`src/source/loader_macros.svh`:
```
`ifndef LOADER_MACROS_SVH
`define LOADER_MACROS_SVH

// processing columns, each owning a control and an immediate table
`define NUM_COL 2

// tables loaded by the sequencer: state table plus two per column
`define NUM_TABLE (2 * `NUM_COL + 1)

// width of one staged load word
`define WORD_W 32

// table entry address, 64 entries per table and in the inbound buffer
`define TABLE_ADDR_W 6

// staging memory address, 512 words
`define STAGE_ADDR_W 9

// read port table selector, covers all tables plus the inbound buffer
`define TABLE_SEL_W 3

`endif

```
`src/source/loader_pkg.sv`:
```
`include "loader_macros.svh"

package loader_pkg;

    // raw word as written by the host into staging
    typedef logic [`WORD_W-1:0] load_word_t;

    // per-column control table entry
    typedef struct packed {
        logic [7:0] opcode;
        logic [7:0] src_a;
        logic [7:0] src_b;
        logic [7:0] dest;
    } control_entry_t;

    // per-column immediate table entry
    typedef struct packed {
        logic [15:0] imm;
        logic [7:0]  shift;
        logic [7:0]  flags;
    } imm_entry_t;

    // state table entry
    typedef struct packed {
        logic [23:0] value;
        logic [7:0]  tag;
    } state_entry_t;

    // inbound data buffer word
    typedef struct packed {
        logic [23:0] payload;
        logic [7:0]  src_tag;
    } inbound_word_t;

    // load sequencer states
    // tables first, then inbound words, then a single done cycle
    typedef enum logic [1:0] {
        IDLE,
        LOAD_TABLES,
        LOAD_INBOUND,
        DONE
    } load_state_t;

endpackage

```
`src/source/table_bank.sv`:
```
`timescale 1ns/1ps

`include "loader_macros.svh"

module table_bank #(
    parameter type entry_t = loader_pkg::load_word_t
) (
    input  logic                     clk,
    input  logic                     wr_en,
    input  logic [`TABLE_ADDR_W-1:0] wr_add,
    input  entry_t                   wr_data,
    input  logic [`TABLE_ADDR_W-1:0] rd_add,
    output entry_t                   rd_data
);

    // one table, payload type set per instance
    entry_t mem [0:(1 << `TABLE_ADDR_W)-1];

    // single write port fed by the sequencer
    always_ff @(posedge clk) begin
        if (wr_en) begin
            mem[wr_add] <= wr_data;
        end
    end

    // registered read
    // same-cycle write and read of one entry gives the old value
    always_ff @(posedge clk) begin
        rd_data <= mem[rd_add];
    end

endmodule

```
`config.mk`:
```
export PLATFORM = sky130hd
export DESIGN_NAME = table_bank
export DESIGN_NICKNAME = d
export VERILOG_FILES = /design/src/source/loader_pkg.sv /design/src/source/table_bank.sv
export VERILOG_INCLUDE_DIRS = /design/src /design/src/source
export SDC_FILE = /design/constraint.sdc
export NUM_CORES = 2
export LEC_CHECK = 0
export CORE_MARGIN = 1
export CORE_UTILIZATION = 55
export CTS_CLUSTER_DIAMETER = 40
export DETAILED_ROUTE_END_ITERATION = 16
export DONT_BUFFER_PORTS = 1
export GPL_ROUTABILITY_DRIVEN = 0
export HOLD_SLACK_MARGIN = 0.06
export PLACE_DENSITY = 0.7
export SKIP_CTS_REPAIR_TIMING = 1
export SLEW_MARGIN = 30
export SYNTH_ARGS = -nofsm -noshare
export SYNTH_HDL_FRONTEND = slang
export SYNTH_SLANG_ARGS = --single-unit
```
`constraint.sdc`:
```
create_clock -name clk -period 6.4 [get_ports clk]
set_input_delay 0 -clock clk [delete_from_list [all_inputs] [get_ports clk]]
set_output_delay 0 -clock clk [all_outputs]
set_load 0.01 [all_outputs]
```
==> impl_metrics.json <==
{
  "seq_area_frac_synth": 0.791,
  "fin_crit_sh": 0.832,
  "synth_top_area_frac": 0.783,
  "path_max_fanout": 124,
  "fp.dieW_um": 380,
  "syn-num-nets": 3370,
  "drc": 0,
  "min_path_type": "input pin to flop",
  "syn_area_per_cell_um2": 23.6,
  "vias": 37103,
  "cts_sinks": 2080,
  "register_area_um2": 62100,
  "p_per_area_nw_per_um2": 322,
  "ios": 78,
  "rsz0062_at_grt": "no",
  "grt_max_degree": 514,
  "grt_pass1_wl_um": 270000,
  "mostFrequentLayoutCells": "2048 x edfxtp_1, 544 x mux4_2, 227 x clkbuf_16, 93 x mux2i_1, 84 x o22ai_1",
  "synth_top_family_by_area": "multiplexers",
  "cts_tree": "built",
  "cpMostUsedCell": "buf_16",
  "cts-htree-levels": 4,
  "placed_cell_area_um2": 81200,
  "clk_latency_ns": 0.84,
  "placedCellCount": 5107,
  "cp.required_ns": 7.11,
  "routed_wl_um": 192000,
  "whs_ns": -0.0360,
  "yosys.area.top_type": "edfxtp_1",
  "post-route-min-period_ns": 5.32,
  "yosys.area_share.simple": 0.0127,
  "synth_seq_cells": 2080,
  "yosys_warnings": 0,
  "ys_types": 34,
  "synthAdderAreaFrac": 0,
  "nNetsFinal": 3582,
  "violations": "hold timing",
  "netlist_area_um2": 78500,
  "multi_input_area_um2": 16000,
  "firstDrtPassIters": 7,
  "ir_drop_mv": 0.267,
  "track_usage": 0.265,
  "coreArea_um2": 142000,
  "drtIter0Drc": 5346,
  "critPathBufInv": 7,
  "fp.dieH_um": 380,
  "status": "finished, violations left",
  "wire_per_inst_um": 34.2,
  "setup_viol": 0,
  "hold_viol_final": 1,
  "synth.mux.area_fraction": 0.168,
  "synth_compound_area_frac": 0.0167,
  "stdcell_area_um2": 90100,
  "drv_cap": 0,
  "fmax_mhz": 188,
  "rows": 138,
  "port_buffers": 0,
  "post-route-util": 0.636,
  "root_buffer": "clkbuf_16",
  "slew-limit-headroom": 0.281,
  "synthCells": 3324,
  "area_growth_pct": 14.8,
  "clockBufferDepth": 3,
  "cts_buffers": 223,
  "cp.arrival_ns": 6.04,
  "clk_pin_slew_worst_paths_ns": 0.06,
  "finalSetupTns_ns": 0,
  "stdcell_count": 5618,
  "critPathCaptureType": "flop",
  "slew_violations": 0,
  "dpl.hpwl_um": 92500,
  "worst_pin_slew_ns": 1.08,
  "power_mw": 29.0,
  "synth-xor-area-share": 0,
  "slowest_delay_ns": 0.68,
  "drive_gt1_frac": 0.289,
  "ant_nets": 0,
  "fillers": 9046,
  "post_drt_via_cell_ratio": 6.60,
  "dieArea_um2": 144000,
  "worstPathCellList": "buf_16, buf_16, buf_16, buf_16, mux4_2, mux4_2, dlygate4sd3_1, o22ai_1, dlygate4sd3_1, nor2_1, dlygate4sd3_1",
  "final_common_cell": "edfxtp_1",
  "initial_core_util": 0.555,
  "cp_top_family": "buffers and inverters",
  "cp-start-kind": "input pin",
  "grt_pass1_vias": 37333,
  "p_leak_nw": 28.1,
  "skew_ns": 0.0256,
  "synth_area_leaders": "edfxtp_1 78%, mux4_2 16%, mux2i_1 1.2%, dfxtp_1 0.82%, o22ai_1 0.67%",
  "gr-total-overflow": 0,
  "critPathSlowestCell": "dlygate4sd3_1",
  "antenna_found_initial": 5,
  "crit_type": "input pin to flop"
}
worst paths after layout:
check,start,end,slack (ns),cells past startpoint
worst max-delay path,rd_add[0],rd_data[30]$_DFF_P_,1.08,11
worst min-delay path,rd_add[2],rd_data[4]$_DFF_P_,-0.04,5
worst max register to register,mem[11][30]$_DFFE_PP_,rd_data[30]$_DFF_P_,2.77,7
worst min register to register,mem[29][17]$_DFFE_PP_,rd_data[17]$_DFF_P_,0.79,4
report_power, final:
part	switching, mW	leakage [nW]	internal (mW)
Sequential	0.0757	18.7	15.1
Clock	5.32	3.50	7.19
Combinational	0.776	5.88	0.541
metal layers:
metal / vias up / global-route usage / routed length [um]
met5: - / 0 / 33
met4: 4 / 0.0879 / 5930
met3: 306 / 0.0567 / 19600
met2: 2132 / 0.421 / 94300
met1: 19916 / 0.371 / 72500
li1: 14745 / - / -
cell families (layout without fill, tap and decap cells):
group	Yosys count	in the layout
AOI/OAI and AO/OA	202	202
buffers and inverters	182	584
DFF	2080	2080
muxes	637	637
other	0	2
and+or+nand+nor	223	223
worst min-delay path, cell delays in order:
cell and delay (ns):
mux4_2 0.19, mux2i_1 0.06, nor2_1 0.08, a311oi_1 0.08, nor3_1 0.24
synthesized netlist by cell type, drive strengths merged:
| cell type | count |
|---|---|
| buf | 108 |
| mux4 | 544 |
| nand4 | 2 |
| nand3b | 5 |
| edfxtp | 2048 |
| dfxtp | 32 |
| nand3 | 5 |
| or3b | 5 |
| a31oi | 1 |
| a21oi | 62 |
| o221ai | 27 |
| nor3 | 7 |
| a311oi | 8 |
| nand4b | 1 |
| nor2 | 137 |
| o32ai | 4 |
| nand2b | 8 |
| or3 | 3 |
| clkbuf | 74 |
| and2 | 2 |
| or2 | 3 |
| mux2i | 93 |
| nand2 | 26 |
| nor2b | 15 |
| and3 | 4 |
| a22oi | 12 |
| o22ai | 84 |
| a41o | 4 |
stage by stage:
stage / hold slack, ns / setup WS, ns
floorplan: 0.0989 / 3.24
global placement: 0.106 / 3.91
detailed placement: 0.104 / 3.89
CTS: -0.781 / 3.97
global route: -0.000187 / 0.749
finish: -0.0360 / 1.08
registers in the layout, indices dropped and copies added, names as in the netlist:
| register | cells |
|---|---|
| mem | 2048 |
| rd_data | 32 |
final cells by class:
cell class,instances,share of cell area
flip-flops and latches,2080,0.690
diodes,2,0.0000555
multi-input cells,1062,0.177
clock buffers,269,0.0656
repair buffers,169,0.0265
well taps,1890,0.0262
clock inverters,146,0.0149
Power figures use the tool's default switching activity.
