File: config.mk
export PLATFORM = sky130hd
export DESIGN_NAME = table_read_mux
export DESIGN_NICKNAME = d
export VERILOG_FILES = /design/src/source/loader_pkg.sv /design/src/source/table_read_mux.sv
export VERILOG_INCLUDE_DIRS = /design/src /design/src/source
export SDC_FILE = /design/constraint.sdc
export NUM_CORES = 1
export LEC_CHECK = 0
export ABC_AREA = 1
export BUFFER_PORTS_ARGS = -buffer_cell sky130_fd_sc_hd__buf_2
export CORE_AREA = 2 2 89 91
export CTS_BUF_LIST = sky130_fd_sc_hd__clkbuf_4
export CTS_CLUSTER_SIZE = 10
export DETAILED_ROUTE_END_ITERATION = 7
export DIE_AREA = 0 0 91 93
export PLACE_DENSITY = 0.66
export SLEW_MARGIN = 5
export SYNTH_ARGS = -nofsm -noshare
export SYNTH_HDL_FRONTEND = slang
export SYNTH_SLANG_ARGS = --single-unit
File: constraint.sdc
create_clock -name clk -period 0.99 [get_ports clk]
set_input_delay 0.0495 -clock clk [delete_from_list [all_inputs] [get_ports clk]]
set_output_delay 0.0495 -clock clk [all_outputs]
set_load 0.03 [all_outputs]
File: src/source/loader_macros.svh
`ifndef LOADER_MACROS_SVH
`define LOADER_MACROS_SVH

// processing columns, each owning a control and an immediate table
`define NUM_COL 2

// tables loaded by the sequencer: state table plus two per column
`define NUM_TABLE (2 * `NUM_COL + 1)

// width of one staged load word
`define WORD_W 32

// table entry address, 64 entries per table and in the inbound buffer
`define TABLE_ADDR_W 6

// staging memory address, 512 words
`define STAGE_ADDR_W 9

// read port table selector, covers all tables plus the inbound buffer
`define TABLE_SEL_W 3

`endif

File: src/source/loader_pkg.sv
`include "loader_macros.svh"

package loader_pkg;

    // raw word as written by the host into staging
    typedef logic [`WORD_W-1:0] load_word_t;

    // per-column control table entry
    typedef struct packed {
        logic [7:0] opcode;
        logic [7:0] src_a;
        logic [7:0] src_b;
        logic [7:0] dest;
    } control_entry_t;

    // per-column immediate table entry
    typedef struct packed {
        logic [15:0] imm;
        logic [7:0]  shift;
        logic [7:0]  flags;
    } imm_entry_t;

    // state table entry
    typedef struct packed {
        logic [23:0] value;
        logic [7:0]  tag;
    } state_entry_t;

    // inbound data buffer word
    typedef struct packed {
        logic [23:0] payload;
        logic [7:0]  src_tag;
    } inbound_word_t;

    // load sequencer states
    // tables first, then inbound words, then a single done cycle
    typedef enum logic [1:0] {
        IDLE,
        LOAD_TABLES,
        LOAD_INBOUND,
        DONE
    } load_state_t;

endpackage

File: src/source/table_read_mux.sv
`timescale 1ns/1ps

`include "loader_macros.svh"

module table_read_mux (
    input  logic                       clk,
    input  logic [`TABLE_SEL_W-1:0]    rd_table,
    input  loader_pkg::state_entry_t   state_rd,
    input  loader_pkg::control_entry_t ctrl_rd [0:`NUM_COL-1],
    input  loader_pkg::imm_entry_t     imm_rd [0:`NUM_COL-1],
    input  loader_pkg::inbound_word_t  in_rd,
    output loader_pkg::load_word_t     rd_data
);
    import loader_pkg::*;

    // selector value naming the inbound buffer
    localparam logic [`TABLE_SEL_W-1:0] inbound_sel = `TABLE_SEL_W'(`NUM_TABLE);

    // selector delayed to match the banks' registered read
    logic [`TABLE_SEL_W-1:0] sel_q;

    always_ff @(posedge clk) begin
        sel_q <= rd_table;
    end

    // 0 state, 2c+1 control of column c, 2c+2 immediate of column c
    always_comb begin
        // out of range reads back zero
        rd_data = '0;
        if (sel_q == '0) begin
            rd_data = load_word_t'(state_rd);
        end else if (sel_q == inbound_sel) begin
            rd_data = load_word_t'(in_rd);
        end
        for (int c = 0; c < `NUM_COL; c++) begin
            if (sel_q == `TABLE_SEL_W'(2 * c + 1)) begin
                rd_data = load_word_t'(ctrl_rd[c]);
            end
            if (sel_q == `TABLE_SEL_W'(2 * c + 2)) begin
                rd_data = load_word_t'(imm_rd[c]);
            end
        end
    end

endmodule

==> impl_metrics.yaml, run 1 <==
clock_network:
  clkTransAtPathRegs_ns: 0.04
  root_buffer: "clkbuf_4"
  htree_num_levels: 1
  clock_path_buffers: 2
  cts-buffers-inserted: 3
  cts_tree: "done"
  cts_sinks: 3
placed_design:
  io_buffers: 227
  pre_cts_ws_ns: -0.4048
  globalplace.congestion: 0.9209
  hpwl_um: 6582
sta:
  grt_setup_unrepaired: "true"
  fin_setup_tns_ns: -16.68
  layout_setup_ws_ns: -0.5529
  whs_ns: 0.4285
  tightest_slew_ns: 0.1715
  max_freq_mhz: 648.1
  period_minus_slack_ns: 1.543
  final_max_slew_viol_count: 0
  fin_crit_sh: 1.559
  setup_violations: 32
  max_slew_margin: 0.8853
  hold_viol: 0
floorplan:
  row_count: 32
  die-area_um2: 8463
  core_area_um2: 7527
  die_x_um: 91
  ios: 228
  die_h_um: 93
  start_util: 0.2131
detailed_routing:
  avgViaCountPerCell: 4.611
  routed_wl_um: 9184
  antenna_left: 0
  drc: 0
  route.vias.total: 3214
  drtIter0Drc: 105
  wl_per_cell_um: 13.18
  first_pass_iters: 4
global_route:
  gr-usage-all-layers: 0.1915
  antenna_found_initial: 0
  grt_pass1_wl_um: 13520
  grt_overflow: 0
  grt_start_max_net_pins: 29
  first_global_vias: 2939
logic_synthesis:
  yosysMostFrequentCell: "nand2_1"
  syn_nets: 556
  yosysTopAreaCellShare: 0.4516
  synth_commonest_cells: "nand2_1 (193), inv_1 (34), nand3_1 (32), nand4_1 (32), o21ai_0 (20)"
  ys_ff_latch: 3
  synth_area_leaders: "nand2_1 (45%), nand4_1 (12%), nand3_1 (10%)"
  syn_area_um2: 1604
  yosys_most_used_dff: "dfxtp_1"
  synthDistinctLibCells: 16
  synth-edff-count: 0
  yosysTopAreaCell: "nand2_1"
  avgSynthCellArea_um2: 4.456
  synth_warnings: 0
  synthArstFlopShare: 0
  synth.yosys.seq_area_share: 0.03744
  syn_inst: 360
finish:
  regMostFlops: "sel_q"
  multi_input_area_um2: 1388
  largest_reg_flops: 3
  area_growth_pct: 117.2
  finalNetCount: 792
  diodes: 0
  regArea_um2: 68.82
  n_fill_cell: 839
  drive_above_1_share: 0.4992
  largestRegisters: "sel_q (3)"
setup_path:
  cp-end-kind: "primary output"
  critPathArrivalTime_ns: 1.49
  worstSetupPathType: "flip-flop to primary output"
  slowest_delay_ns: 0.36
  worst_path_max_delay_cell: "dfxtp_4"
  cpMostUsedCell: "nand2_1"
  critPathMaxFanout: 7
  required_ns: 0.94
  critical_path.endpoint: "rd_data[11]"
  startpoint: "sel_q[1]"
  path_cells: "nand3b_1 -> clkinv_4 -> clkbuf_16 -> nand2_1 -> nand2_1 -> nand4_1 -> buf_6"
  cp-start-kind: "flip-flop"
flow_run:
  maxCapViolCount: 0
power_and_ir_drop:
  p_leak_uw: 0.001958
  vdd_drop_max_v: 0.0005103
  power_uw: 2083
  powerDensity_nw_per_um2: 597.9
worst_hold_path:
  min_path_cells: 4
  min_path_type: "input pin to primary output"
run_status:
  status: "complete, but fails checks"
  violations: "negative setup slack"
==> timing repair <==
action,in CTS,in global routing
resized for setup,96,46
gates cloned,4,2
buffers inserted,4,0
endpoints found under the hold margin,3,0
pin swaps,4,57
setup endpoints to repair,32,32
hold buffers,3,0
==> placed cells by master (no fill, tap or decap), types with 4 or more instances in the layout <==
| master | n |
|---|---|
| buf_12 | 4 |
| buf_2 | 195 |
| buf_4 | 8 |
| buf_6 | 39 |
| buf_8 | 4 |
| clkbuf_4 | 4 |
| inv_1 | 33 |
| nand2_1 | 168 |
| nand2_2 | 24 |
| nand3_1 | 32 |
| nand4_1 | 32 |
| o21ai_1 | 25 |
==> worst max-delay path: cells and delay by family, from the launching register on <==
| family | cells | cell delay (ns) |
|---|---|---|
| DFF | 1 | 0.36 |
| buffers and inverters | 3 | 0.48 |
| and+or+nand+nor | 4 | 0.43 |
==> final cells by class <==
| class | count | share of cell area |
|---|---|---|
| flip-flops and latches | 3 | 0.01975 |
| inverters | 36 | 0.04165 |
| repair buffers | 256 | 0.4952 |
| multi-input cells | 296 | 0.3982 |
| well taps | 102 | 0.03662 |
| clock buffers | 4 | 0.008618 |
==> how the worst min path moves through the flow <==
stage	end	startpoint
2_1_floorplan	sel_q[1]	rd_table[1]
3_3_place_gp	sel_q[1]	rd_table[1]
3_5_place_dp	sel_q[0]	rd_table[0]
4_1_cts	rd_data[19]	imm_rd[51]
5_1_grt	rd_data[19]	imm_rd[19]
6_report	rd_data[0]	imm_rd[0]
==> per-layer routing <==
layer | global-route usage | wire length [µm]
met5 | 0 | 0
met4 | 0.03662 | 180
met3 | 0.02659 | 741
met2 | 0.3741 | 4726
met1 | 0.2214 | 3535
==> stage by stage <==
step           cell area [µm²]  utilization  cells
2_1_floorplan             1639            -    360
3_3_place_gp              2942       0.3908    682
3_5_place_dp              2942       0.3908    682
4_1_cts                   3349       0.4450    697
5_1_grt                   3485       0.4629    697
6_report                  3485       0.4629    697
==> where the power goes <==
| part | leakage (µW) | switching [µW] | internal (µW) |
|---|---|---|---|
| sequential | 0.0000260 | 11.9 | 127 |
| clock | 0.0000184 | 63.6 | 178 |
| combinational | 0.00191 | 886 | 816 |
==> cell families after synthesis <==
group           synth area share
compound gates           0.09672
buf+inv                   0.1599
flops                    0.03744
simple gates              0.7059
(Power assumes the default switching activity.)
==> inputs of run 2 (changes only) <==
--- a/config.mk
+++ b/config.mk
@@ -7,13 +7,13 @@
 export NUM_CORES = 1
 export LEC_CHECK = 0
 export ABC_AREA = 1
-export BUFFER_PORTS_ARGS = -buffer_cell sky130_fd_sc_hd__buf_2
 export CORE_AREA = 2 2 89 91
 export CTS_BUF_LIST = sky130_fd_sc_hd__clkbuf_4
 export CTS_CLUSTER_SIZE = 10
 export DETAILED_ROUTE_END_ITERATION = 7
 export DIE_AREA = 0 0 91 93
-export PLACE_DENSITY = 0.66
+export DONT_BUFFER_PORTS = 1
+export PLACE_DENSITY = 0.37
 export SLEW_MARGIN = 5
 export SYNTH_ARGS = -nofsm -noshare
 export SYNTH_HDL_FRONTEND = slang
==> constraint.sdc (replaced) <==
create_clock -name clk -period 2 [get_ports clk]
set_input_delay 0.3 -clock clk [delete_from_list [all_inputs] [get_ports clk]]
set_output_delay 0.3 -clock clk [all_outputs]
set_load 0.03 [all_outputs]
==> run 2 against run 1 <==
The run now ends clean. Clock power shrank 50%. Combinational power down 68%. Sequential share of layout area is 0.97 points higher. Non-clock buffer count fell by 208. Worst setup slack improved by 0.66 ns. Total power fell by 65%. Final cell count is 30% lower. Critical endpoint is now rd_data[9]. Largest cell class is now multi-input combinational cells. Largest power group unchanged. Highest routed layer unchanged.
==> impl_metrics.yaml, run 2 (synthesized netlist as in run 1, its figures left out) <==
sta:
  setup_violations: 0
  whs_ns: 0.08718
  tightest_slew_ns: 0.2426
  max_freq_mhz: 527.3
  hold_viol: 0
  period_minus_slack_ns: 1.896
  final_max_slew_viol_count: 0
  fin_crit_sh: 0.9482
  max_slew_margin: 0.8380
  fin_setup_tns_ns: 0
  grt_setup_unrepaired: "false"
clock_network:
  htree_num_levels: 1
  cts-buffers-inserted: 3
  cts_tree: "done"
  cts_sinks: 3
  cts-hold-fix-buffers: 0
  clock_path_buffers: 2
  clkTransAtPathRegs_ns: 0.04
  root_buffer: "clkbuf_4"
run_status:
  status: "finished clean"
finish:
  regArea_um2: 62.56
  final_util: 0.2821
  multi_input_area_um2: 1296
  final_area_um2: 2123
  n_fill_cell: 890
  drive_above_1_share: 0.1576
  area_growth_pct: 32.37
  largestRegisters: "sel_q (3)"
  layout_commonest_cell: "nand2_1"
  diodes: 0
  final_cell_mix: "nand2_1 (193), buf_4 (36), inv_1 (34), nand3_1 (32), nand4_1 (32)"
  largest_reg_flops: 3
  regMostFlops: "sel_q"
  finalNetCount: 584
global_route:
  first_global_vias: 2158
  grt_overflow: 0
  grt_start_max_net_pins: 33
  antenna_found_initial: 0
  grt_pass1_wl_um: 9763
  gr-usage-all-layers: 0.1405
setup_path:
  required_ns: 1.70
  critPathArrivalTime_ns: 1.60
  cp-end-kind: "primary output"
  critPathMaxFanout: 20
  worstSetupPathType: "flip-flop to primary output"
  cp-start-kind: "flip-flop"
detailed_routing:
  drc: 0
  first_pass_iters: 4
  wl_per_cell_um: 15.10
  avgViaCountPerCell: 4.959
  routed_wl_um: 7383
  drtIter0Drc: 97
  route.vias.total: 2425
  antenna_left: 0
placed_design:
  dpl-instance-area_um2: 1987
  io_buffers: 0
  hpwl_um: 5387
  globalplace.congestion: 0.7454
worst_hold_path:
  min_path_cells: 0
  min_path_type: "input pin to flip-flop"
power_and_ir_drop:
  powerDensity_nw_per_um2: 342.6
  vdd_drop_max_v: 0.0001784
  p_leak_uw: 0.001055
floorplan:
  die_x_um: 91
  die_h_um: 93
  ios: 228
  core_area_um2: 7527
  die-area_um2: 8463
  start_util: 0.2131
  row_count: 32
flow_run:
  maxCapViolCount: 0
[run 2: cell types whose count changed in the layout (fill, tap and decap cells not counted), sizes merged]
| cell | before | now |
|---|---|---|
| dlygate4sd3 | 3 | 0 |
| clkinv | 1 | 0 |
| inv | 35 | 36 |
| clkbuf | 5 | 6 |
| buf | 252 | 46 |
[run 2: metrics by stage]
step                total power [µW]  instances  setup slack, ns
finish                         727.4        489           0.1035
global route                   785.4        489          0.01375
CTS                            713.8        485          0.04966
detailed placement             583.6        481           0.3236
global placement               580.1        481           0.3570
floorplan                      412.9        360           0.4534
[run 2: layer usage]
layer / share of wire / track usage / vias to the layer above
met2: 0.52 / 0.2840 / 146
met3: 0.093 / 0.03465 / 8
met4: 0.014 / 0.03788 / 0
met5: 0 / 0 / -
met1: 0.38 / 0.1416 / 1065
li1: - / - / 1206
[run 2: worst max-delay path, cell delays in order (launching register included)]
cell	delay (ns)
dfxtp_2	0.32
inv_2	0.06
buf_8	0.15
nor3_4	0.20
buf_12	0.15
buf_12	0.14
nand2_1	0.08
nand4_1	0.11
buf_6	0.14
[run 2: what timing repair did]
action | 4_1_cts | 5_1_grt
buffers inserted | 0 | 1
gates resized for setup | 0 | 8
setup endpoints to repair | 0 | 28
[run 2: power breakdown]
group,internal [µW],switching (µW),leakage (µW)
clock network,88.4,33.6,0.0000184
logic,197,339,0.00101
registers,63.9,5.17,0.0000253
[run 2: final cells by class]
type,count,area share
Inverter,36,0.06364
Sequential cell,3,0.02946
Clock buffer,4,0.01414
Multi-Input combinational cell,296,0.6105
Tap cell,102,0.06011
Timing Repair Buffer,48,0.2222
[run 2: final timing paths]
kind,start,endpoint,slack [ns]
min,rd_table[0],sel_q[0],0.09
max,sel_q[2],rd_data[9],0.10
==> inputs of run 3 (changes only) <==
--- a/config.mk
+++ b/config.mk
@@ -7,13 +7,14 @@
 export NUM_CORES = 1
 export LEC_CHECK = 0
 export ABC_AREA = 1
-export CORE_AREA = 2 2 89 91
+export CORE_AREA = 8 8 83 85
 export CTS_BUF_LIST = sky130_fd_sc_hd__clkbuf_4
 export CTS_CLUSTER_SIZE = 10
 export DETAILED_ROUTE_END_ITERATION = 7
 export DIE_AREA = 0 0 91 93
 export DONT_BUFFER_PORTS = 1
-export PLACE_DENSITY = 0.37
+export PLACE_DENSITY = 0.45
+export RECOVER_POWER = 100
 export SLEW_MARGIN = 5
 export SYNTH_ARGS = -nofsm -noshare
 export SYNTH_HDL_FRONTEND = slang
==> run 3 against run 2 <==
Clock-buffer cell count stayed put. Via count shrank 1.8%. Combinational power fell by 11%. Fmax increased by 3.8%. Routed wire length rose by 6.1%. Critical path type unchanged. Critical endpoint is now rd_data[8].
==> impl_metrics.yaml, run 3 (synthesized netlist as in run 1, its figures left out) <==
worst_hold_path:
  min_path_type: "input pin to flip-flop"
  hp-start: "rd_table[2]"
  min_path_cells: 0
  hold-path-endpoint: "sel_q[2]"
setup_path:
  critPathArrivalTime_ns: 1.53
  critPathMaxFanout: 32
  cp-end-kind: "primary output"
  worstSetupPathType: "flip-flop to primary output"
  startpoint: "sel_q[2]"
  cp-start-kind: "flip-flop"
  required_ns: 1.70
global_route:
  antenna_found_initial: 0
  grt_pass1_wl_um: 11820
  grt_start_max_net_pins: 36
  first_global_vias: 2444
  grt_overflow: 0
  gr-usage-all-layers: 0.1672
detailed_routing:
  drtIter0Drc: 83
  routed_wl_um: 7831
  route.vias.total: 2381
  first_pass_iters: 4
  antenna_left: 0
  wl_per_cell_um: 17.14
  drc: 0
  avgViaCountPerCell: 5.210
clock_network:
  htree_num_levels: 1
  root_buffer: "clkbuf_4"
  clock_path_buffers: 2
  cts-hold-fix-buffers: 0
  cts_sinks: 3
  cts-buffers-inserted: 3
  cts_tree: "done"
  clkTransAtPathRegs_ns: 0.04
finish:
  n_fill_cell: 672
  stdcell_count: 457
  layout_commonest_cell: "nand2_1"
  regMostFlops: "sel_q"
  multi_input_area_um2: 1296
  area_growth_pct: 19.73
  largest_reg_flops: 3
  finalNetCount: 579
  final_util: 0.3384
  diodes: 0
  regArea_um2: 62.56
  largestRegisters: "sel_q (3)"
  drive_above_1_share: 0.1466
  final_cell_mix: "nand2_1 (193), inv_1 (34), nand3_1 (32), nand4_1 (32)"
floorplan:
  core_area_um2: 5675
  ios: 228
  row_count: 28
  start_util: 0.2826
  die-area_um2: 8463
  die_x_um: 91
  die_h_um: 93
flow_run:
  maxCapViolCount: 0
sta:
  setup_violations: 0
  hold_viol: 0
  grt_setup_unrepaired: "false"
  final_max_slew_viol_count: 0
  period_minus_slack_ns: 1.827
  fin_crit_sh: 0.9133
  tightest_slew_ns: 0.3223
  max_slew_margin: 0.7851
  max_freq_mhz: 547.5
  fin_setup_tns_ns: 0
power_and_ir_drop:
  vdd_drop_max_v: 0.0002891
  power_uw: 669.8
  powerDensity_nw_per_um2: 348.7
  p_leak_uw: 0.0009915
placed_design:
  dp_cells: 453
  globalplace.congestion: 0.8650
  io_buffers: 0
  hpwl_um: 6523
run_status:
  status: "finished clean"
-- run 3: power by group --
group | leakage, µW | internal [µW] | switching [µW] | total, µW
Sequential | 0.0000253 | 64.0 | 5.05 | 69.0
Combinational | 0.000948 | 149 | 330 | 478
Clock | 0.0000184 | 88.4 | 33.9 | 122
-- run 3: cell type report --
type | instances | area share
well taps | 75 | 0.04886
multi-input cells | 296 | 0.6749
inverters | 36 | 0.07036
clock buffers | 4 | 0.01564
flip-flops and latches | 3 | 0.03257
repair buffers | 43 | 0.1577
-- run 3: worst max-delay path by stage --
stage                             end  slack, ns  depth (start not counted)
after global routing      rd_data[13]       0.02                          8
after floorplan           rd_data[10]       0.45                          8
after detailed placement   rd_data[7]       0.36                          8
final                      rd_data[8]       0.17                          7
after CTS                  rd_data[7]        0.1                          8
after global placement     rd_data[7]       0.40                          8
-- run 3: layer usage --
| layer | track usage | up-vias | routed length, µm |
|---|---|---|---|
| met5 | 0 | - | 0 |
| met4 | 0.03547 | 0 | 76 |
| met3 | 0.06330 | 8 | 765 |
| met2 | 0.3186 | 140 | 4089 |
| met1 | 0.1689 | 1041 | 2900 |
| li1 | - | 1192 | - |
-- run 3: through the flow --
stage	hold slack (ns)	setup WS, ns	instance area, µm²
after floorplan	0.3277	0.4534	1604
after global placement	0.3279	0.4033	1946
after detailed placement	0.3279	0.3579	1946
after CTS	0.07927	0.09910	1976
after global routing	0.06562	0.01804	1921
final	0.08716	0.1734	1921
-- run 3: repair_timing --
| action | in CTS | in global routing |
|---|---|---|
| resized for setup | 0 | 2 |
| buffers inserted | 0 | 0 |
| endpoints found under the hold margin | 0 | 0 |
| setup endpoints to repair | 0 | 21 |
-- run 3: critical path, stage by stage (launching register included) --
cell and delay, ns:
dfxtp_1 0.31, inv_2 0.10, nand2_1 0.10, nor2_2 0.15
buf_12 0.21, nand2_1 0.10, nand4_1 0.10, clkbuf_2 0.21
