--- src/source/loader_macros.svh ---
`ifndef LOADER_MACROS_SVH
`define LOADER_MACROS_SVH

// processing columns, each owning a control and an immediate table
`define NUM_COL 2

// tables loaded by the sequencer: state table plus two per column
`define NUM_TABLE (2 * `NUM_COL + 1)

// width of one staged load word
`define WORD_W 32

// table entry address, 64 entries per table and in the inbound buffer
`define TABLE_ADDR_W 6

// staging memory address, 512 words
`define STAGE_ADDR_W 9

// read port table selector, covers all tables plus the inbound buffer
`define TABLE_SEL_W 3

`endif

--- src/source/loader_pkg.sv ---
`include "loader_macros.svh"

package loader_pkg;

    // raw word as written by the host into staging
    typedef logic [`WORD_W-1:0] load_word_t;

    // per-column control table entry
    typedef struct packed {
        logic [7:0] opcode;
        logic [7:0] src_a;
        logic [7:0] src_b;
        logic [7:0] dest;
    } control_entry_t;

    // per-column immediate table entry
    typedef struct packed {
        logic [15:0] imm;
        logic [7:0]  shift;
        logic [7:0]  flags;
    } imm_entry_t;

    // state table entry
    typedef struct packed {
        logic [23:0] value;
        logic [7:0]  tag;
    } state_entry_t;

    // inbound data buffer word
    typedef struct packed {
        logic [23:0] payload;
        logic [7:0]  src_tag;
    } inbound_word_t;

    // load sequencer states
    // tables first, then inbound words, then a single done cycle
    typedef enum logic [1:0] {
        IDLE,
        LOAD_TABLES,
        LOAD_INBOUND,
        DONE
    } load_state_t;

endpackage

--- src/source/load_sequencer.sv ---
`timescale 1ns/1ps

`include "loader_macros.svh"

module load_sequencer (
    input  logic                     clk,
    input  logic                     rst,
    input  logic                     start,
    input  logic [`TABLE_ADDR_W-1:0] num_entry_config_table,
    input  logic [`TABLE_ADDR_W-1:0] num_entry_inbound,
    output logic [`STAGE_ADDR_W-1:0] stage_add,
    output logic [`TABLE_ADDR_W-1:0] tbl_wr_add,
    output logic [`NUM_TABLE-1:0]    tbl_wr_en,
    output logic [`TABLE_ADDR_W-1:0] in_wr_add,
    output logic                     in_wr_en,
    output logic                     busy,
    output logic                     done
);
    import loader_pkg::*;

    load_state_t state;

    // counts latched on start
    logic [`TABLE_ADDR_W-1:0] n_cfg;
    logic [`TABLE_ADDR_W-1:0] n_in;

    // entry within current table, wraps at n_cfg-1
    logic [`TABLE_ADDR_W-1:0] entry_cnt;
    // one-hot pointer to the table being written
    logic [`NUM_TABLE-1:0]    tbl_ptr;
    // inbound word index, wraps at n_in-1
    logic [`TABLE_ADDR_W-1:0] in_cnt;
    // flat staging index, one step per write
    logic [`STAGE_ADDR_W-1:0] stage_cnt;

    logic last_entry;
    logic last_table;
    logic last_inbound;

    assign last_entry   = (entry_cnt == n_cfg - 1'b1);
    assign last_table   = tbl_ptr[`NUM_TABLE-1];
    assign last_inbound = (in_cnt == n_in - 1'b1);

    always_ff @(posedge clk) begin
        if (rst) begin
            state     <= IDLE;
            n_cfg     <= '0;
            n_in      <= '0;
            entry_cnt <= '0;
            tbl_ptr   <= '0;
            in_cnt    <= '0;
            stage_cnt <= '0;
        end else begin
            case (state)
                IDLE: begin
                    // start ignored outside idle
                    if (start) begin
                        n_cfg     <= num_entry_config_table;
                        n_in      <= num_entry_inbound;
                        entry_cnt <= '0;
                        in_cnt    <= '0;
                        stage_cnt <= '0;
                        // state table goes first
                        tbl_ptr   <= {{(`NUM_TABLE-1){1'b0}}, 1'b1};
                        state     <= LOAD_TABLES;
                    end
                end
                LOAD_TABLES: begin
                    stage_cnt <= stage_cnt + 1'b1;
                    if (last_entry) begin
                        entry_cnt <= '0;
                        if (last_table) begin
                            tbl_ptr <= '0;
                            state   <= LOAD_INBOUND;
                        end else begin
                            // next table in load order
                            tbl_ptr <= tbl_ptr << 1;
                        end
                    end else begin
                        entry_cnt <= entry_cnt + 1'b1;
                    end
                end
                LOAD_INBOUND: begin
                    // staging index carries on past the last table
                    stage_cnt <= stage_cnt + 1'b1;
                    if (last_inbound) begin
                        in_cnt <= '0;
                        state  <= DONE;
                    end else begin
                        in_cnt <= in_cnt + 1'b1;
                    end
                end
                DONE: begin
                    state <= IDLE;
                end
                default: begin
                    state <= IDLE;
                end
            endcase
        end
    end

    assign stage_add  = stage_cnt;
    assign tbl_wr_add = entry_cnt;
    assign in_wr_add  = in_cnt;

    // enables only inside their load phase
    assign tbl_wr_en = (state == LOAD_TABLES) ? tbl_ptr : '0;
    assign in_wr_en  = (state == LOAD_INBOUND);

    assign busy = (state == LOAD_TABLES) || (state == LOAD_INBOUND);
    // single cycle pulse
    assign done = (state == DONE);

endmodule

--- config.mk ---
export PLATFORM = sky130hd
export DESIGN_NAME = load_sequencer
export DESIGN_NICKNAME = d
export VERILOG_FILES = /design/src/source/loader_pkg.sv /design/src/source/load_sequencer.sv
export VERILOG_INCLUDE_DIRS = /design/src /design/src/source
export SDC_FILE = /design/constraint.sdc
export NUM_CORES = 1
export LEC_CHECK = 0
export BUFFER_PORTS_ARGS = -buffer_cell sky130_fd_sc_hd__buf_2
export CAP_MARGIN = 20
export CORE_AREA = 2 2 65 67
export DETAILED_ROUTE_END_ITERATION = 12
export DIE_AREA = 0 0 67 69
export PLACE_DENSITY_LB_ADDON = 0.2
export SLEW_MARGIN = 20
export SYNTH_ARGS = -nofsm -noshare
export SYNTH_HDL_FRONTEND = slang
export SYNTH_SLANG_ARGS = --single-unit
--- constraint.sdc ---
create_clock -name clk -period 5.7 [get_ports clk]
set_input_delay 0.285 -clock clk [delete_from_list [all_inputs] [get_ports clk]]
set_output_delay 0.285 -clock clk [all_outputs]
set_load 0.02 [all_outputs]
==> run summary, run 1 <==
timing-limited maximum frequency = 416 MHz
synth unique cells = 43
fraction of power consumed by sequential logic = 0.378
Worst Path Arrival = 2.62 ns
buffers plus inverters on the worst setup path = 1
post-synth net total = 302
number of gates on the worst path with buffers counted = 8
WL/cell = 12.1 um
pre-CTS WS = 3.10 ns
Placed Instances = 358
first-pass detailed-route iteration total = 4
result of the run = complete, no violations
Post-layout nets = 339
number of maximum-capacitance violations = 0
worst slew pin tran = 0.820 ns
classification of the worst setup path = reg2reg
gate count of the mapped netlist = 278
DR vias/cell = 5.52
TritonCTS Buffers = 5
cell with the largest stage delay on the worst path = a31oi_2
ratio of total power to cell area = 354 mW/mm^2
cell depth of the worst flop-to-flop path = 8
Total Negative Setup Slacks = 0 ns
count of yosys warnings during synthesis = 0
worst hold path class = in2reg
Clk Tree Root Cell = clkbuf_8
antenna violations before repair = 0
share of layout cells above drive strength 1 = 0.180
Worst Setup End Kind = flip-flop
setup bufs post-CTS = 0
Final Hold Viols = 0
violation count after the first detailed-routing iteration = 116
Post-Synthesis Cell Area = 0.00219 sq mm
number of standard cells in the layout, taps in and fillers out = 366
most frequent cells in the layout = 56 x nand2_1, 43 x buf_2, 40 x dfxtp_1
peak per-stage delay on the critical path = 0.52 ns
number of top-level pins = 44
shortest clock period the worst path allows after layout = 2.40 ns
net switching component of the power = 340 uW
area of the core region = 0.00391 sq mm
number of design rule violations left after detail routing = 0
global placer's final weighted congestion = 0.815
Setup violations, final = 0
largest buffer count on any clock path = 2
die footprint = 0.00462 sq mm
Skew-Pair Late Insertion Delay = 0.29 ns
Area growth, synth to finish = 15.6%
PnR worst setup slack = 3.30 ns
WHS = 0.228 ns
via count of the first global-routing pass = 1725
width of the chip = 67 um
final cycle utilization of the critical path = 0.422
Startpoint Class = flip-flop
Pint = 555 uW
hold bufs inserted after CTS = 0
Worst IR Drop VDD = 0.181 mV
combinational share of power = 0.367
htree depth = 2
Synth Area per Inst = 7.86 sq um
share of total power consumed by net switching = 0.380
fill count = 376
Total Routed Length = 4420 um
Vert. Die Dim = 69 um
fraction of power consumed by the clock network = 0.254
LEAKAGE = 1.02 nW
number of clock sinks = 40
unrepaired setup endpoints after global routing = no
CTS tree = done
number of antenna repair diodes = 0
count of instances resized after the clock tree is built = 0
category of cells accounting for the largest share of critical-path delay = compound AO/OA/AOI/OAI gates
placed wire-length estimate = 3150 um
worst path cell trace = inv_1 -> ha_1 -> nand2b_1 -> a21oi_1 -> o31ai_1 -> a31oi_2 -> or4b_1 -> a31oi_1
sequential area share after synthesis = 0.366
pins over their slew limit = 0
wire length of the first global-routing pass = 7580 um
Antenna Nets Post-Route = 0
CP max FO = 10
standard-cell rows = 23
flop and latch count out of synthesis = 40
register clock-pin slew on the reported worst setup and hold paths = 0.08 ns
number of vias after detailed routing = 2019
total congestion overflow = 0
maximum number of pins on one net before global-route repair = 38
Total Power = 895 uW
initial core utilization = 0.559
required time at the worst-slack endpoint = 5.91 ns
Buffers on Ports = 43
global routing usage summed across all routing layers = 0.205
Clock Skews = 0.00585 ns
most common cell after layout, fill and taps aside = nand2_1
Max transition margin = 0.453
hold-critical path depth = 3
==> stage by stage <==
step                instance area, sq um   util
CTS                                 2520  0.645
finish                              2530  0.645
global placement                    2410  0.617
floorplan                           2190      -
detailed placement                  2410  0.617
global route                        2530  0.645
==> final cells by class <==
| type | instances | area [sq um] | share of cell area |
|---|---|---|---|
| sequential | 40 | 801 | 0.317 |
| multi-input combinational | 216 | 1310 | 0.517 |
| clock buffer | 6 | 72.6 | 0.0287 |
| clock inverter | 2 | 35.0 | 0.0139 |
| tap | 50 | 62.6 | 0.0248 |
| inverter | 9 | 33.8 | 0.0134 |
| timing repair buffer | 43 | 215 | 0.0852 |
==> path summary, 6_finish.rpt <==
kind                                   from            to  slack [ns]
setup reg to reg                    n_in[0]  in_wr_add[4]        3.30
setup / recovery                    n_in[0]  in_wr_add[4]        3.30
hold reg to reg                    n_cfg[5]      n_cfg[5]        0.47
hold / removal    num_entry_config_table[1]      n_cfg[1]        0.23
==> kinds of logic (layout without fill, tap and decap cells) <==
| logic type | count (synthesis) | in the layout | synth area share |
|---|---|---|---|
| simple gates | 129 | 129 | 0.295 |
| compound gates | 56 | 56 | 0.159 |
| flops | 40 | 40 | 0.366 |
| buf+inv | 22 | 60 | 0.0378 |
| xor+xnor | 19 | 19 | 0.0761 |
| fa+ha+maj | 9 | 9 | 0.0515 |
| mux | 3 | 3 | 0.0137 |
==> state kept, by name (all words and copies together) (netlist names) <==
| signal | count |
|---|---|
| tbl_ptr | 5 |
| tbl_wr_add | 6 |
| state | 2 |
| n_in | 6 |
| n_cfg | 6 |
| stage_add | 9 |
| in_wr_add | 6 |
==> power groups by stage <==
stage / clock network [mW] / registers, mW / logic, mW
CTS: 0.232 / 0.338 / 0.330
global placement: 0 / 0.343 / 0.321
global route: 0.246 / 0.343 / 0.369
detailed placement: 0 / 0.344 / 0.329
floorplan: 0 / 0.344 / 0.262
finish: 0.228 / 0.338 / 0.329
==> Yosys cell counts (all sizes together) <==
cell	instances	area, sq um
nor2	15	58.8
nor4	1	6.26
xnor2	10	87.6
a31oi	7	50.1
a22oi	1	7.51
nand2	57	216
o21ai	8	40.0
buf	1	3.75
nand2b	6	37.5
nor2b	3	18.8
nand3	10	50.1
nand4	3	18.8
nor4b	1	8.76
o211ai	1	7.51
nor3b	2	15.0
nand4b	1	8.76
ha	9	113
or4b	4	40.0
a32oi	1	8.76
or3	6	37.5
o31ai	2	15.0
inv	9	33.8
nand3b	3	22.5
xor2	9	78.8
o21bai	2	15.0
or4	2	18.8
a21oi	31	155
nor3	5	25.0
o211a	1	10.0
and3	2	12.5
mux2i	3	30.0
clkbuf	12	45.0
a2111oi	1	27.5
dfxtp	40	801
or2	2	12.5
and2	6	37.5
o41a	1	11.3
==> per-layer routing <==
layer	global-route usage	up-vias	part of all wire
met5	0	-	0
met1	0.264	941	0.47
li1	-	1027	-
met4	0.0635	0	0.012
met2	0.332	45	0.47
met3	0.0522	6	0.047
==> tightest hold or removal path, cell delays in order <==
cell,delay (ns)
buf_2,0.10
nand2_1,0.05
a21oi_1,0.05
No activity file was read; power rests on OpenSTA's default activity.
==> run 2: changes to the inputs <==
ABC_AREA = 1   (was not set)
CORE_AREA = 2 2 69 71   (was 2 2 65 67)
DIE_AREA = 0 0 71 73   (was 0 0 67 69)
clock period = 2.2 ns   (was 5.7 ns; I/O delays follow)
==> run 2 against run 1 <==
  * Critical path depth rose by 2
  * Sequential share of layout area rose by 0.46 points
  * Cell area fell by 1.4%
  * Clock skew fell by 0.0016 ns
  * Non-clock buffer count rose by 3
  * Maximum frequency rose by 26%
  * Synthesized cell count rose by 12%
  * Critical endpoint is now stage_add[7]
==> run summary, run 2 <==
standard-cell rows = 25 (+8.7%)
Placed Instance Area = 0.00240 sq mm (-0.78%)
Max transition margin = 0.723 (+0.270)
max reg flops = 9 (unchanged)
hold bufs inserted after CTS = 0 (unchanged)
most common cell after layout, fill and taps aside = nand2_1
TritonCTS Buffers = 5 (unchanged)
Startpoint Class = flip-flop
top-count cell post-synth = nand2_1
Worst IR Drop VDD = 0.674 mV (+270%)
classification of the worst setup path = reg2reg
via count of the first global-routing pass = 1799 (+4.3%)
synth unique cells = 20 (-53%)
setup bufs post-CTS = 0 (unchanged)
Antenna Nets Post-Route = 0 (unchanged)
Buffers on Ports = 43 (unchanged)
worst hold path class = in2reg
first-pass detailed-route iteration total = 7 (+3)
routed length on met2 = 1990 um (-4.3%)
shortest clock period the worst path allows after layout = 1.91 ns (-0.495 ns)
Post-Synth XOR/XNOR Area = 0.0582 (-0.0179)
number of flops mapped to enable cells by yosys = 0 (unchanged)
flop and latch count out of synthesis = 40 (unchanged)
wire length of the first global-routing pass = 7620 um (+0.54%)
Synth Area per Inst = 6.77 sq um (-14%)
unrepaired setup endpoints after global routing = no
post-synth net total = 335 (+11%)
Vert. Die Dim = 73 um (+5.8%)
mux cell area share after synthesis = 0 (-0.0137)
worst min-delay path startpoint = num_entry_inbound[5]
ratio of total power to cell area = 1080 mW/mm^2 (+210%)
routed metal-1 wirelength = 2200 um (+6.1%)
synthesized-area fraction occupied by and/or/nand/nor cells = 0.287 (-0.00838)
net switching component of the power = 1.16 mW (+240%)
combinational share of power = 0.459 (+0.092)
Worst Path Arrival = 2.13 ns (-0.49 ns)
die footprint = 0.00518 sq mm (+12%)
gate count of the mapped netlist = 311 (+12%)
CP Launch Point = state[0]
Post-Synthesis Cell Area = 0.00211 sq mm (-3.7%)
htree depth = 2 (unchanged)
Setup violations, final = 0 (unchanged)
required time at the worst-slack endpoint = 2.42 ns (-3.49 ns)
most frequent cells in the layout = 67 x nand2_1, 50 x inv_1, 43 x buf_2
timing-limited maximum frequency = 524 MHz (+26%)
Total Negative Setup Slacks = 0 ns (unchanged)
number of design rule violations left after detail routing = 0 (unchanged)
synthesized-area fraction occupied by ao, oa, aoi and oai cells = 0.125 (-0.0344)
CTS tree = done
count of yosys warnings during synthesis = 0 (unchanged)
area of the core region = 0.00454 sq mm (+16%)
largest area contributor in the synthesized netlist = dfxtp_1
number of vias after detailed routing = 2012 (-0.35%)
number of clock sinks = 40 (unchanged)
number of maximum-capacitance violations = 0 (unchanged)
maximum number of pins on one net before global-route repair = 18 (-53%)
Final Hold Viols = 0 (unchanged)
Area growth, synth to finish = 18.2%
fraction of power consumed by sequential logic = 0.347 (-0.031)
Clock Skews = 0.00424 ns (-0.00161 ns)
result of the run = complete, no violations
Worst Setup End Kind = flip-flop
register clock-pin slew on the reported worst setup and hold paths = 0.08 ns (about the same)
antenna violations before repair = 0 (unchanged)
synthesized-area fraction occupied by adder cells = 0.0535 (+0.00196)
Total Routed Length = 4430 um (+0.20%)
WL/cell = 10.7 um (-12%)
DR vias/cell = 4.85 (-12%)
Post-layout nets = 384 (+13%)
Finished Cell Area = 0.00249 sq mm (-1.4%)
Skew-Pair Late Insertion Delay = 0.29 ns (about the same)
LEAKAGE = 1.24 nW (+22%)
share of layout cells above drive strength 1 = 0.163 (-0.0169)
area share of the largest cell type after synthesis = 0.380 (+0.0139)
fraction of power consumed by the clock network = 0.195 (-0.059)
list of most frequent post-synthesis cells = 67 x nand2_1, 50 x inv_1, 40 x dfxtp_1
number of top-level pins = 44 (unchanged)
sequential area share after synthesis = 0.380 (+0.0139)
violation count after the first detailed-routing iteration = 91 (-22%)
Pint = 1.53 mW (+180%)
width of the chip = 71 um (+6.0%)
initial core utilization = 0.464 (-0.0942)
number of antenna repair diodes = 0 (unchanged)
final cycle utilization of the critical path = 0.868 (+0.446)
worst slew pin tran = 0.415 ns (-0.405 ns)
global placer's final weighted congestion = 0.809 (-0.77%)
total length of routed met3 wires = 178 um (-14%)
share of total power consumed by net switching = 0.431 (+0.0507)
Clk Tree Root Cell = clkbuf_8
dominant cells by area after synthesis = dfxtp_1 38%, nand2_1 12%, inv_1 8.9%
global routing usage summed across all routing layers = 0.183 (-0.0221)
reg-to-reg startpoint = state[0]
pins over their slew limit = 0 (unchanged)
placed wire-length estimate = 3460 um (+9.8%)
Main synth FF type = dfxtp_1
total congestion overflow = 0 (unchanged)
largest buffer count on any clock path = 2 (unchanged)
count of instances resized after the clock tree is built = 0 (unchanged)
uppermost routed layer = met4
CP max FO = 5 (-5)
combinational family with the most area after synthesis = simple AND/OR/NAND/NOR gates
fraction of registers with async set or reset after synthesis = 0 (unchanged)
-- run 2: changes by cell type after synthesis, sizes merged, moves of 6 or more --
cell,previous run,this run
nand3,10,21
nor2,15,39
or3,6,0
nand2,57,68
nand2b,6,0
and2,6,0
o21ai,8,17
clkbuf,12,4
a31oi,7,0
xnor2,10,4
inv,9,50
-- run 2: area by class of cell --
type                            instances  area (sq um)
Clock buffer                            7          86.3
Clock inverter                          1          7.51
Fill cell                             464          2050
Inverter                               50           188
Multi-Input combinational cell        217          1100
Sequential cell                        40           801
Tap cell                               54          67.6
Timing Repair Buffer                   46           238
-- run 2: worst paths after layout --
check	endpoint	slack (ns)	depth (start not counted)
worst min-delay path	n_in[5]	0.09	3
worst min register to register	stage_add[8]	0.45	1
worst max-delay path	stage_add[7]	0.29	10
worst max register to register	stage_add[7]	0.29	10
-- run 2: cells by family (layout without fill, tap and decap cells) --
family | Yosys count | after routing
and+or+nand+nor | 144 | 144
buffers and inverters | 54 | 104
AOI/OAI and AO/OA | 50 | 50
DFF | 40 | 40
xor gates and xnor gates | 14 | 14
adders and majority gates | 9 | 9
-- run 2: power by group through the flow --
stage          Combinational, mW  Sequential (mW)  Clock (mW)
2_1_floorplan              0.918            0.967           0
3_3_place_gp                1.22            0.948           0
3_5_place_dp                1.24            0.950           0
4_1_cts                     1.24            0.934       0.533
5_1_grt                     1.43            0.952       0.559
6_report                    1.23            0.933       0.524
-- run 2: worst max-delay path, stage by stage (launching register included) --
cell	delay (ns)
dfxtp_1	0.36
inv_1	0.09
ha_1	0.35
inv_1	0.09
o21ai_2	0.20
nand4_1	0.17
nor2_1	0.15
nand2_1	0.08
nor2_1	0.12
a21oi_1	0.08
nor3_1	0.15
-- run 2: per-layer routing --
layer | track usage | vias to the layer above
li1 | - | 1084
met1 | 0.236 | 886
met2 | 0.310 | 35
met3 | 0.0401 | 7
met4 | 0.0524 | 0
met5 | 0 | -
-- run 2: through the flow --
stage                     utilization  worst slack, ns  std cells  hold WS [ns]  power [mW]
final                           0.549            0.291        415        0.0941        2.69
after CTS                       0.549            0.286        415        0.0784        2.71
after global routing            0.549           0.0692        415         0.101        2.94
after floorplan                     -            0.335        311         0.277        1.88
after detailed placement        0.528            0.296        407         0.386        2.19
after global placement          0.528            0.361        407         0.385        2.17
==> run 3: changes to the inputs <==
REMOVE_ABC_BUFFERS = 1   (was not set)
==> run 3 against run 2 <==
  * First-iteration DRC count fell by 9.9%
  * Global-route usage fell by 0.89 points
  * Final cell count rose by 0.24%
  * Hold slack got worse by 0.013 ns
  * Clock skew rose by 0.0027 ns
  * Die area did not move
  * Maximum frequency fell by 0.76%
  * Count of clock-buffer cells in the layout did not move
  * Critical path depth did not move
  * Via count fell by 1.3%
  * Clock power rose by 24%
  * Sequential power barely moved
  * Critical path type unchanged
  * Largest cell class unchanged
  * Highest routed layer unchanged
==> run summary, run 3 (synthesis gave the netlist of run 2 again) <==
number of vias after detailed routing = 1986 (-1.3%)
Final Hold Viols = 0 (unchanged)
Worst Setup End Kind = flip-flop
area of the core region = 0.00454 sq mm (unchanged)
FF+latch area = 801 sq um (unchanged)
Vert. Die Dim = 73 um (unchanged)
Antenna Nets Post-Route = 0 (unchanged)
timing-limited maximum frequency = 520 MHz (-0.76%)
number of top-level pins = 44 (unchanged)
first-pass detailed-route iteration total = 4 (-3)
shortest clock period the worst path allows after layout = 1.92 ns (+0.0146 ns)
antenna violations before repair = 0 (unchanged)
pre-CTS WS = 0.293 ns (-0.00213 ns)
global routing usage summed across all routing layers = 0.174 (-0.00885)
violation count after the first detailed-routing iteration = 82 (-9.9%)
classification of the worst setup path = reg2reg
CTS tree = done
Clk Tree Root Cell = clkbuf_8
Total Negative Setup Slacks = 0 ns (unchanged)
worst hold path class = in2reg
WHS = 0.0811 ns (-0.0130 ns)
TritonCTS Buffers = 5 (unchanged)
die footprint = 0.00518 sq mm (unchanged)
share of layout cells above drive strength 1 = 0.169 (+0.00507)
Total Power = 2.82 mW (+4.8%)
Setup violations, final = 0 (unchanged)
most frequent cells in the layout = 67 x nand2_1, 50 x inv_1, 43 x buf_2
Area growth, synth to finish = 20.1%
width of the chip = 71 um (unchanged)
Placed Instance Area = 0.00240 sq mm (+0.31%)
ratio of total power to cell area = 1110 mW/mm^2 (+3.1%)
Buffers on Ports = 43 (unchanged)
Worst Path Arrival = 2.13 ns (about the same)
number of maximum-capacitance violations = 0 (unchanged)
total congestion overflow = 0 (unchanged)
largest buffer count on any clock path = 2 (unchanged)
result of the run = complete, no violations
global placer's final weighted congestion = 0.818 (+1.2%)
wire length of the first global-routing pass = 7290 um (-4.3%)
htree depth = 2 (unchanged)
Clock Skews = 0.00693 ns (+0.00269 ns)
pins over their slew limit = 0 (unchanged)
required time at the worst-slack endpoint = 2.41 ns (about the same)
PnR worst setup slack = 0.277 ns (-0.0146 ns)
Total Routed Length = 4280 um (-3.4%)
maximum number of pins on one net before global-route repair = 21 (+3)
DR vias/cell = 4.77 (-1.5%)
Skew-Pair Late Insertion Delay = 0.29 ns (about the same)
register clock-pin slew on the reported worst setup and hold paths = 0.08 ns (about the same)
Util after Layout = 0.558 (+0.00883)
Post-layout nets = 385 (+0.26%)
most common cell after layout, fill and taps aside = nand2_1
fill count = 469 (+1.1%)
multi-input logic area = 0.00110 sq mm (unchanged)
unrepaired setup endpoints after global routing = no
hold bufs inserted after CTS = 0 (unchanged)
number of clock sinks = 40 (unchanged)
worst slew pin tran = 0.426 ns (+0.0112 ns)
number of standard cells in the layout, taps in and fillers out = 416 (+0.24%)
standard-cell rows = 25 (unchanged)
Startpoint Class = flip-flop
Placed Instances = 408 (+0.25%)
max reg flops = 9 (unchanged)
number of antenna repair diodes = 0 (unchanged)
Max transition margin = 0.715 (-0.00747)
Finished Cell Area = 0.00253 sq mm (+1.6%)
LEAKAGE = 1.26 nW (+2.0%)
placed wire-length estimate = 3370 um (-2.6%)
CP max FO = 5 (unchanged)
WL/cell = 10.3 um (-3.6%)
initial core utilization = 0.464 (unchanged)
setup bufs post-CTS = 0 (unchanged)
final cycle utilization of the critical path = 0.874 (+0.00664)
count of instances resized after the clock tree is built = 0 (unchanged)
Worst IR Drop VDD = 0.527 mV (-22%)
via count of the first global-routing pass = 1745 (-3.0%)
number of design rule violations left after detail routing = 0 (unchanged)
run 3: cell types whose count changed in the layout (fill, tap and decap cells not counted), sizes merged:
cell,change
clkinvlp,-1
bufinv,+1
buf,+1
run 3: critical path: stages, from the launching register on:
cell and delay, ns:
dfxtp_1 0.36, inv_1 0.08, ha_1 0.33, inv_1 0.09, o21ai_2 0.20, nand4_1 0.16, nor2_1 0.16, nand2_1 0.09
nor2_1 0.13, a21oi_1 0.08, nor3_1 0.17
run 3: layer usage:
| layer | vias up | share of wire | GRT usage |
|---|---|---|---|
| met2 | 31 | 0.47 | 0.303 |
| met4 | 0 | 0.0084 | 0.0503 |
| met3 | 4 | 0.035 | 0.0470 |
| li1 | 1092 | - | - |
| met5 | - | 0 | 0 |
| met1 | 859 | 0.48 | 0.212 |
run 3: final cells by class:
| class | count | area share |
|---|---|---|
| inverter | 50 | 0.0742 |
| timing repair buffer | 47 | 0.0969 |
| clock inverter | 1 | 0.0119 |
| sequential | 40 | 0.317 |
| clock buffer | 7 | 0.0381 |
| multi-input combinational | 217 | 0.436 |
| tap | 54 | 0.0267 |
run 3: final timing paths:
check	start	end	slack, ns	cells after the start
worst max register to register	state[0]	stage_add[7]	0.28	10
worst min-delay path	num_entry_inbound[5]	n_in[5]	0.08	3
worst min register to register	stage_add[8]	stage_add[8]	0.44	1
worst max-delay path	state[0]	stage_add[7]	0.28	10
run 3: power by group:
part	leakage, nW	total (mW)	internal, mW	switching (mW)
Combinational	0.873	1.24	0.447	0.790
Clock	0.0645	0.650	0.400	0.250
Sequential	0.326	0.934	0.838	0.0960
